===== src/hw/cube_pkg.sv =====
package cube_pkg;

    //////////////////////////////////////////////////
    // Data widths
    //////////////////////////////////////////////////

    localparam int COLOR_W   = 8;                   // One colour byte per lane
    localparam int DIM_W     = 8;                   // Shared brightness factor
    localparam int PRODUCT_W = COLOR_W + DIM_W;     // Full multiply result
    localparam int BIT_IDX_W = $clog2(COLOR_W);     // Steps and bits per byte

    //////////////////////////////////////////////////
    // Types
    //////////////////////////////////////////////////

    typedef logic [COLOR_W-1:0]   color_t;          // Lane colour, in or scaled out
    typedef logic [DIM_W-1:0]     dim_t;            // Dim factor of a word
    typedef logic [PRODUCT_W-1:0] product_t;        // Multiply accumulator
    typedef logic [BIT_IDX_W-1:0] bit_idx_t;        // Multiply step or output bit

    // Frame and word sequencing
    typedef enum logic [2:0] {
        ST_IDLE,                                    // Waiting for enable
        ST_LOAD,                                    // Ready for the next word
        ST_MULT,                                    // Eight shift-and-add steps
        ST_SEND,                                    // Eight pulse-coded bits
        ST_FINISHED                                 // Frame done, waiting for ack
    } seq_state_t;

endpackage


===== src/hw/raster_sequencer.sv =====
`timescale 1ns/1ns

module raster_sequencer
    import cube_pkg::*;
#(
    parameter int NUM_LANES       = 10,
    parameter int WORDS_PER_FRAME = 3,
    parameter int BIT_PERIOD      = 20
) (
    input  logic clk,
    input  logic reset,

    input  logic enable_i,
    input  logic ack_i,
    input  logic pix_valid_i,
    input  dim_t pix_dim_i,
    input  logic period_end_i,

    output logic pix_ready_o,
    output logic finished_o,

    output logic load_o,
    output logic mult_step_o,
    output logic mult_add_o,
    output logic send_o,
    output logic shift_o,
    output logic timer_run_o
);

    localparam int WORD_W = (WORDS_PER_FRAME > 1) ? $clog2(WORDS_PER_FRAME) : 1;
    localparam logic [WORD_W-1:0] LAST_WORD = WORD_W'(WORDS_PER_FRAME - 1);
    localparam bit_idx_t LAST_STEP = bit_idx_t'(COLOR_W - 1);

    seq_state_t        state;
    seq_state_t        state_next;
    bit_idx_t          step_cnt;                    // Multiply step, then output bit
    logic [WORD_W-1:0] word_cnt;                    // Words sent in this frame
    dim_t              dim_q;                       // Dim factor, consumed LSB first
    logic              xfer;
    logic              last_step;
    logic              last_word;
    logic              word_done;

    // Catch a bad parameter set while elaborating
    if (NUM_LANES < 1 || WORDS_PER_FRAME < 1 || BIT_PERIOD < 2) begin : g_param_check
        $error("raster_sequencer: NUM_LANES, WORDS_PER_FRAME or BIT_PERIOD out of range");
    end

    assign xfer      = pix_ready_o & pix_valid_i;   // Word accepted on this edge
    assign last_step = (step_cnt == LAST_STEP);
    assign last_word = (word_cnt == LAST_WORD);
    assign word_done = (state == ST_SEND) && period_end_i && last_step;

    //////////////////////////////////////////////////
    // Next state
    //////////////////////////////////////////////////

    always_comb begin
        state_next = state;
        case (state)
            ST_IDLE: begin
                if (enable_i) begin
                    state_next = ST_LOAD;
                end
            end
            ST_LOAD: begin
                if (xfer) begin
                    state_next = ST_MULT;
                end
            end
            ST_MULT: begin
                if (last_step) begin
                    state_next = ST_SEND;
                end
            end
            ST_SEND: begin
                if (word_done) begin
                    state_next = last_word ? ST_FINISHED : ST_LOAD;
                end
            end
            ST_FINISHED: begin
                if (ack_i) begin
                    state_next = ST_IDLE;
                end
            end
            default: begin
                state_next = ST_IDLE;
            end
        endcase
    end

    //////////////////////////////////////////////////
    // State, counters and registered outputs
    //////////////////////////////////////////////////

    always_ff @(posedge clk) begin
        if (reset) begin
            state       <= ST_IDLE;
            step_cnt    <= '0;
            word_cnt    <= '0;
            pix_ready_o <= 1'b0;
            finished_o  <= 1'b0;
            send_o      <= 1'b0;
            shift_o     <= 1'b0;
        end else begin
            state       <= state_next;
            pix_ready_o <= (state_next == ST_LOAD);
            finished_o  <= (state_next == ST_FINISHED);

            // Lanes see send and shift one cycle late, in step with the
            // registered pulse levels of the bit timer
            send_o      <= (state == ST_SEND);
            shift_o     <= (state == ST_SEND) && period_end_i;

            // Wraps to zero after eight steps or eight bits
            if (state == ST_MULT || ((state == ST_SEND) && period_end_i)) begin
                step_cnt <= step_cnt + 1'b1;
            end

            if (word_done) begin
                word_cnt <= last_word ? '0 : word_cnt + 1'b1;
            end
        end
    end

    // Dim register, shifted right once per multiply step
    always_ff @(posedge clk) begin
        if (xfer) begin
            dim_q <= pix_dim_i;
        end else if (state == ST_MULT) begin
            dim_q <= dim_q >> 1;
        end
    end

    assign load_o      = xfer;                      // Lanes capture colour with the word
    assign mult_step_o = (state == ST_MULT);
    assign mult_add_o  = dim_q[0];                  // Current multiplier bit
    assign timer_run_o = (state == ST_SEND);

endmodule


===== src/hw/bit_timer.sv =====
`timescale 1ns/1ns

module bit_timer #(
    parameter int BIT_PERIOD = 20,
    parameter int ONE_HIGH   = 13,
    parameter int ZERO_HIGH  = 6
) (
    input  logic clk,
    input  logic reset,
    input  logic timer_run_i,

    output logic period_end_o,
    output logic one_level_o,
    output logic zero_level_o
);

    localparam int CNT_W = $clog2(BIT_PERIOD);
    localparam logic [CNT_W-1:0] LAST_CNT = CNT_W'(BIT_PERIOD - 1);
    localparam logic [CNT_W-1:0] ONE_CNT  = CNT_W'(ONE_HIGH);
    localparam logic [CNT_W-1:0] ZERO_CNT = CNT_W'(ZERO_HIGH);

    logic [CNT_W-1:0] cnt;                          // Position within the bit period

    // Both pulse widths must fit inside one bit period
    if (!(ZERO_HIGH > 0 && ZERO_HIGH < ONE_HIGH && ONE_HIGH < BIT_PERIOD)) begin : g_param_check
        $error("bit_timer: need 0 < ZERO_HIGH < ONE_HIGH < BIT_PERIOD");
    end

    //////////////////////////////////////////////////
    // Period counter and pulse levels
    //////////////////////////////////////////////////

    always_ff @(posedge clk) begin
        if (reset) begin
            cnt          <= '0;
            one_level_o  <= 1'b0;
            zero_level_o <= 1'b0;
        end else begin
            if (!timer_run_i || cnt == LAST_CNT) begin
                cnt <= '0;                          // Held at zero while stopped
            end else begin
                cnt <= cnt + 1'b1;
            end

            // Levels trail the count by one cycle
            one_level_o  <= timer_run_i && (cnt < ONE_CNT);
            zero_level_o <= timer_run_i && (cnt < ZERO_CNT);
        end
    end

    assign period_end_o = timer_run_i && (cnt == LAST_CNT);

endmodule


===== src/hw/lane_shifter.sv =====
`timescale 1ns/1ns

module lane_shifter
    import cube_pkg::*;
(
    input  logic   clk,
    input  logic   reset,

    input  color_t color_i,

    input  logic   load_i,
    input  logic   mult_step_i,
    input  logic   mult_add_i,
    input  logic   send_i,
    input  logic   shift_i,
    input  logic   one_level_i,
    input  logic   zero_level_i,

    output logic   sout_o
);

    product_t acc;                                  // Colour times dim
    product_t mcand;                                // Colour, moved left each step
    color_t   out_q;                                // Byte on its way out, MSB first

    //////////////////////////////////////////////////
    // Shift-and-add multiply
    //////////////////////////////////////////////////

    always_ff @(posedge clk) begin
        if (load_i) begin
            acc   <= '0;
            mcand <= product_t'(color_i);
        end else if (mult_step_i) begin
            if (mult_add_i) begin
                acc <= acc + mcand;
            end
            mcand <= mcand << 1;
        end
    end

    //////////////////////////////////////////////////
    // Serial output
    //////////////////////////////////////////////////

    // Upper byte of the product is the scaled colour
    always_ff @(posedge clk) begin
        if (!send_i) begin
            out_q <= acc[PRODUCT_W-1 -: COLOR_W];   // Follows the product until sending
        end else if (shift_i) begin
            out_q <= {out_q[COLOR_W-2:0], 1'b0};
        end
    end

    always_ff @(posedge clk) begin
        if (reset) begin
            sout_o <= 1'b0;
        end else if (send_i) begin
            sout_o <= out_q[COLOR_W-1] ? one_level_i : zero_level_i;
        end else begin
            sout_o <= 1'b0;
        end
    end

endmodule


===== src/hw/cube_raster.sv =====
`timescale 1ns/1ns

module cube_raster
    import cube_pkg::*;
#(
    parameter int NUM_LANES       = 10,
    parameter int WORDS_PER_FRAME = 3,
    parameter int BIT_PERIOD      = 20,
    parameter int ONE_HIGH        = 13,
    parameter int ZERO_HIGH       = 6
) (
    input  logic                   clk,
    input  logic                   reset,

    input  logic                   enable_i,
    input  logic                   ack_i,

    input  logic                   pix_valid_i,
    output logic                   pix_ready_o,
    input  color_t [NUM_LANES-1:0] pix_color_i,    // One colour byte per lane
    input  dim_t                   pix_dim_i,

    output logic                   finished_o,
    output logic [NUM_LANES-1:0]   sout_o
);

    logic load;
    logic mult_step;
    logic mult_add;
    logic send;
    logic shift;
    logic timer_run;
    logic period_end;
    logic one_level;
    logic zero_level;

    raster_sequencer #(
        .NUM_LANES       (NUM_LANES),
        .WORDS_PER_FRAME (WORDS_PER_FRAME),
        .BIT_PERIOD      (BIT_PERIOD)
    ) i_raster_sequencer (
        .clk          (clk),
        .reset        (reset),
        .enable_i     (enable_i),
        .ack_i        (ack_i),
        .pix_valid_i  (pix_valid_i),
        .pix_dim_i    (pix_dim_i),
        .period_end_i (period_end),
        .pix_ready_o  (pix_ready_o),
        .finished_o   (finished_o),
        .load_o       (load),
        .mult_step_o  (mult_step),
        .mult_add_o   (mult_add),
        .send_o       (send),
        .shift_o      (shift),
        .timer_run_o  (timer_run)
    );

    bit_timer #(
        .BIT_PERIOD (BIT_PERIOD),
        .ONE_HIGH   (ONE_HIGH),
        .ZERO_HIGH  (ZERO_HIGH)
    ) i_bit_timer (
        .clk          (clk),
        .reset        (reset),
        .timer_run_i  (timer_run),
        .period_end_o (period_end),
        .one_level_o  (one_level),
        .zero_level_o (zero_level)
    );

    // Every lane sees the same control and pulse levels
    for (genvar i = 0; i < NUM_LANES; i++) begin : g_lane
        lane_shifter i_lane_shifter (
            .clk          (clk),
            .reset        (reset),
            .color_i      (pix_color_i[i]),
            .load_i       (load),
            .mult_step_i  (mult_step),
            .mult_add_i   (mult_add),
            .send_i       (send),
            .shift_i      (shift),
            .one_level_i  (one_level),
            .zero_level_i (zero_level),
            .sout_o       (sout_o[i])
        );
    end

endmodule


===== config.mk =====
export PLATFORM = sky130hd
export DESIGN_NAME = cube_raster
export DESIGN_NICKNAME = d
export VERILOG_FILES = /design/src/hw/cube_pkg.sv /design/src/hw/raster_sequencer.sv /design/src/hw/bit_timer.sv /design/src/hw/lane_shifter.sv /design/src/hw/cube_raster.sv
export SDC_FILE = /design/constraint.sdc
export NUM_CORES = 1
export LEC_CHECK = 0
export BUFFER_PORTS_ARGS = -buffer_cell sky130_fd_sc_hd__buf_4
export CORE_MARGIN = 4
export CORE_UTILIZATION = 30
export DETAILED_ROUTE_END_ITERATION = 16
export PLACE_DENSITY = 0.48
export SLEW_MARGIN = 10
export SYNTH_ARGS = -nofsm -noshare
export SYNTH_HDL_FRONTEND = slang
export SYNTH_HIERARCHICAL = 1
export SYNTH_SLANG_ARGS = --single-unit

===== constraint.sdc =====
create_clock -name clk -period 2.52 [get_ports clk]
set_input_delay 0.126 -clock clk [delete_from_list [all_inputs] [get_ports clk]]
set_output_delay 0.126 -clock clk [all_outputs]
set_load 0.02 [all_outputs]

# [After elaboration in Yosys (flattened, before gate mapping)]
# Cells that the tools add are included.
[word_totals] register_bits=437 inputBits=93 out_inout_bits=12
[op_classes] n_addsub=13 magnitude_cmp=2 n_eq_ne=10 n_mux=60 n_bitwise=2 reduce_logical=13
[ops] op="8-bit two-way mux" count=42
[ops] op="16-bit adder" count=10
[ops] op="3-bit two-way mux" count=6
[ops] op="3-bit case mux with 5 select lines" count=1
[ops] op="1-bit two-way mux" count=10
[ops] op="3-bit equality test (second input constant)" count=3
[ops] op="3-bit by 1-bit equality test with 1-bit output (second input constant)" count=2
[ops] op="3-bit by 2-bit equality test with 1-bit output (second input constant)" count=2
[ops] op="5-bit by 1-bit adder with 5-bit output (second input constant)" count=1
[ops] op="5-bit equality test (second input constant)" count=1
[ops] op="1-bit logical AND" count=5
[ops] op="5-bit by 3-bit less-than comparator with 1-bit output (second input constant)" count=1
[ops] op="5-bit by 4-bit less-than comparator with 1-bit output (second input constant)" count=1
[ops] op="2-bit OR reduction" count=2
[ops] op="3-bit by 1-bit adder with 3-bit output (second input constant)" count=1
[ops] op="3-bit logical NOT" count=1
[ops] op="2-bit by 1-bit adder with 2-bit output (second input constant)" count=1
[ops] op="2-bit equality test (second input constant)" count=1
[ops] op="1-bit logical OR" count=2
[ops] op="2-bit two-way mux" count=1
[ops] op="2-bit inequality test (second input constant)" count=1
[ops] op="2-bit AND reduction" count=1
[ops] op="2-bit nonzero test" count=1
[ops] op="1-bit AND" count=1
[ops] op="other kinds (2)" count=2

# [Longest topological paths before layout]
[logic_depth] ltp_word=7 ltp_mapped=9

# [By module]
# Netlist, hierarchy kept.
[modules_own_cells] mod="lane_shifter at g_lane[1].i_lane_shifter ..." instances=5 cells_per_inst=219 area_each_um2=2257.2 seq_area_each_um2=980.9
[modules_own_cells] mod="lane_shifter at g_lane[6].i_lane_shifter ..." instances=4 cells_per_inst=229 area_each_um2=2299.7 seq_area_each_um2=980.9
[modules_own_cells] mod="lane_shifter at g_lane[0].i_lane_shifter" instances=1 cells_per_inst=241 area_each_um2=2367.3 seq_area_each_um2=980.9
[modules_own_cells] mod="raster_sequencer" instances=1 cells_per_inst=75 area_each_um2=878.3 seq_area_each_um2=480.5
[modules_own_cells] mod="bit_timer" instances=1 cells_per_inst=26 area_each_um2=281.5 seq_area_each_um2=140.1

# [Worst setup path before layout]
# No wires, ideal clock.
[synth_path] path_type="reg-to-reg" from="reg g_lane[1].i_lane_shifter.mcand[0]" to="reg g_lane[1].i_lane_shifter.acc[12]" setup_time_ns=0.112 arrival_ns=2.246 path_slack_ns=0.162 path_stages_with_launch=10 cell_sequence="edfxtp_1 ha_1 fa_1 a211oi_1 nor2_1 o21ai_2 o21ai_0 a31oi_1 nor2_1 a2111oi_1"
[synth_between] elab_chain_len=1
[synth_lines] element="start, declared" line_no="lane_shifter.sv:23" rtl="product_t mcand;"
[synth_lines] element="start signal, assigned" line_no="lane_shifter.sv:33" rtl="mcand <= product_t'(color_i);"
[synth_lines] element="start signal, assigned" line_no="lane_shifter.sv:38" rtl="mcand <= mcand << 1;"
[synth_lines] element="16-bit adder" line_no="lane_shifter.sv:36" rtl="acc <= acc + mcand;"
[synth_lines] element="end signal, assigned" line_no="lane_shifter.sv:36"
[synth_lines] element="end, declared" line_no="lane_shifter.sv:22" rtl="product_t acc;"
# No other way between the ends.
# A chain may end at the register's enable or synchronous reset.

# [Worst setup path in the final report]
[layout_path] from="reg g_lane[5].i_lane_shifter.mcand[0]" to="reg g_lane[5].i_lane_shifter.acc[14]"
[layout_between] elab_chain_len=1
[layout_lines] element="start, declared" line_no="lane_shifter.sv:23"
[layout_lines] element="start signal, assigned" line_no="lane_shifter.sv:33"
[layout_lines] element="start signal, assigned" line_no="lane_shifter.sv:38"
[layout_lines] element="16-bit adder" line_no="lane_shifter.sv:36"
[layout_lines] element="end signal, assigned" line_no="lane_shifter.sv:36"
[layout_lines] element="end, declared" line_no="lane_shifter.sv:22"
# No other way between the ends.

==> flow_metrics.env <==
export IMPL_status="finished clean"
export IMPL_grt_overflow_total=0
export IMPL_min_period_ps=2380
export IMPL_die_h_um=291
export IMPL_startpoint_type="flop"
export IMPL_multi_input_area_um2=13100
export IMPL_hold_viol=0
export IMPL_p_leak_uw=0.0116
export IMPL_dp_hpwl_mm=37.9
export IMPL_grt_total_usage_pct=12.6
export IMPL_cts_made_buffers=54
export IMPL_initial_core_util_pct=30.3
export IMPL_cp_end_kind="flop"
export IMPL_synth_edf_count=168
export IMPL_die_w_um=291
export IMPL_seq_power_share_pct=44.9
export IMPL_synthArstFlopShare_pct=0
export IMPL_ys_types=75
export IMPL_drc=0
export IMPL_netlist_area_leader_share_pct=22.4
export IMPL_cts_tree="done"
export IMPL_synthXorXnorAreaFrac_pct=2.81
export IMPL_gp_congestion=0.812
export IMPL_antenna_cells=0
export IMPL_grt_pass1_wl_mm=91.5
export IMPL_dp_cells=3493
export IMPL_numClockSinks=437
export IMPL_synth_fa_ha_area_share_pct=8.81
export IMPL_synth_main_ff_cell="dfxtp_1"
export IMPL_seqCellArea_um2=10400
export IMPL_cts_max_level=2
export IMPL_die_area_um2=84600
export IMPL_vdd_drop_max_mv=0.445
export IMPL_synth_nets=2609
export IMPL_slew_viol_final=0
export IMPL_io_pins=105
export IMPL_swShare_pct=25.5
export IMPL_grt_pass1_vias=18104
export IMPL_power_internal_uw=13200
export IMPL_maxCapViolations=0
export IMPL_max_freq_mhz=420
export IMPL_tightest_slew_ps=639
export IMPL_synth_common_cells="dfxtp_1, nor2_1, nand2_1"
export IMPL_powerDensity_nw_per_um2=609
export IMPL_grt_max_degree=103
export IMPL_routedWlPerCell_um=14.9
export IMPL_rows=103
export IMPL_synth_area_leader_cell="dfxtp_1"
export IMPL_setup_violations=0
export IMPL_netlist_area_um2=24000
export IMPL_dr_total_vias=18012
export IMPL_clkTransAtPathRegs_ps=60
export IMPL_finClkSkew_ps=17.2
export IMPL_pwr_share_clk_pct=41.5
export IMPL_worstPathArrival_ps=2840
export IMPL_synth_top_family_by_area="simple AND/OR/NAND/NOR gates"
export IMPL_drt_wl_total_mm=54.9
export IMPL_required_ps=2980
export IMPL_crit_type="reg2reg"
export IMPL_instances_no_fill=3689
export IMPL_synthSimpleGateAreaFrac_pct=16.1
export IMPL_syn_area_per_cell_um2=10.2
export IMPL_synthMuxAreaShare_pct=11.1
export IMPL_cts_buffer_depth=3
export IMPL_combPwrFrac_pct=13.6
export IMPL_clkLatencyLatePin_ps=590
export IMPL_via_per_inst=4.88
export IMPL_worstPathMaxFanout=2
export IMPL_dr_pass1_iters=4
export IMPL_drive_gt1_share_pct=20.2
export IMPL_ys_warn_count=6
export IMPL_io_buffers=104
export IMPL_fin_crit_sh_pct=94.4
export IMPL_ys_ff_latch=437
export IMPL_coreArea_um2=79100
export IMPL_antenna_found_initial=2
export IMPL_seq_area_frac_synth_pct=43.4
export IMPL_hold_class="in2reg"
export IMPL_ant_nets=0
export IMPL_yosysMostFrequentCell="dfxtp_1"
export IMPL_fin_nets=2850
export IMPL_slew_headroom_pct=57.3
export IMPL_power_switching_uw=4530
export IMPL_synth_cells=2353
export IMPL_clockRootBuffer="clkbuf_16"
export IMPL_fillCellCount=7911
export IMPL_synth_compound_area_share_pct=15.3
export IMPL_area_delta_synth_final_pct=21.2
export IMPL_setup_tns_ps=0
export IMPL_yosys_top_cells_area="dfxtp_1, edfxtp_1, ha_1"
export IMPL_drt_iter0_markers=685
metal layers:
metal	GRT usage [%]	share of wire, %
met1	16.9	48
met2	21.3	47
met3	1.85	2.8
met4	3.39	1.9
met5	0	0
worst max-delay path, cell delays in order, from the launching register on:
cell and delay (ps):
edfxtp_1 400, ha_1 230, fa_2 370, a211oi_4 220, o21bai_1 100, a21oi_1 240, o22ai_1 140, or3_1 320
a31oi_1 170, nor2_1 60
power by group through the flow:
| stage | Combinational (uW) | Clock, uW | Sequential [uW] |
|---|---|---|---|
| floorplan | 1730 | 0 | 8040 |
| global placement | 2210 | 0 | 8110 |
| detailed placement | 2250 | 0 | 8120 |
| CTS | 2390 | 7710 | 7970 |
| global route | 2710 | 7990 | 8010 |
| finish | 2410 | 7360 | 7970 |
final timing paths:
| check | start | end | slack (ps) | cells past startpoint |
|---|---|---|---|---|
| worst max-delay path | g_lane[5].i_lane_shifter/mcand[0]$_SDFFCE_PN0P_ | g_lane[5].i_lane_shifter/acc[14]$_SDFFE_PP0P_ | 140 | 9 |
| worst min-delay path | pix_valid_i | g_lane[0].i_lane_shifter/mcand[13]$_SDFFE_PP0P_ | 60 | 3 |
| worst min register to register | g_lane[5].i_lane_shifter/acc[5]$_SDFFE_PP0P_ | g_lane[5].i_lane_shifter/acc[5]$_SDFFE_PP0P_ | 460 | 2 |
| worst max register to register | g_lane[5].i_lane_shifter/mcand[0]$_SDFFCE_PN0P_ | g_lane[5].i_lane_shifter/acc[14]$_SDFFE_PP0P_ | 140 | 9 |
what timing repair did:
action,CTS,global route
setup buffers,0,4
hold buffers,91,0
endpoints found under the setup margin,8,25
gates resized for setup,5,33
hold endpoints to repair,105,0
pin swaps,1,13
placed cells by master, fill, tap and decap left out, types with 52 or more instances in the layout:
master / n
dfxtp_1: 268
nor2_1: 249
nand2_1: 200
buf_4: 182
edfxtp_1: 168
ha_1: 152
a21oi_1: 149
mux2_2: 143
mux2i_1: 100
dlygate4sd3_1: 91
o21ai_0: 74
clkbuf_16: 56
nand3_1: 52
final cells by class:
| class | instances | area share [%] |
|---|---|---|
| Clock inverter | 32 | 0.731 |
| Timing Repair Buffer | 281 | 8.38 |
| Multi-Input combinational cell | 1796 | 45.2 |
| Clock buffer | 69 | 5.05 |
| Sequential cell | 437 | 35.9 |
| Inverter | 24 | 0.310 |
| Tap cell | 1050 | 4.51 |
sequential cells by signal (all words and copies together) (netlist names):
signal,count
i_raster_sequencer/pix_ready_o,1
i_raster_sequencer/send_o,1
g_lane.i_lane_shifter/sout_o,10
i_raster_sequencer/step_cnt,3
i_raster_sequencer/state,3
i_raster_sequencer/word_cnt,2
i_bit_timer/cnt,5
g_lane.i_lane_shifter/acc,160
i_bit_timer/zero_level_o,1
i_raster_sequencer/finished_o,1
i_raster_sequencer/shift_o,1
g_lane.i_lane_shifter/out_q,80
g_lane.i_lane_shifter/mcand,160
i_bit_timer/one_level_o,1
i_raster_sequencer/dim_q,8
stage by stage:
stage / utilization (%) / setup slack (ps) / cell area [um2] / hold slack, ps / total power, uW
final: 36.8 / 140 / 29100 / 64.6 / 17700
after global routing: 36.8 / -19.2 / 29100 / 47.4 / 18700
after CTS: 36.6 / 14.7 / 28900 / 9.11 / 18100
after detailed placement: 33.3 / -38.0 / 26300 / 415 / 10400
after global placement: 33.3 / -7.55 / 26300 / 410 / 10300
after floorplan: - / 162 / 24000 / 202 / 9760
logic make-up after synthesis:
| kind of cell | Yosys count |
|---|---|
| compound gates | 531 |
| buf+inv | 120 |
| xor+xnor | 77 |
| mux | 248 |
| simple gates | 777 |
| flops | 437 |
| fa+ha+maj | 163 |
(Power assumes the default switching activity.)
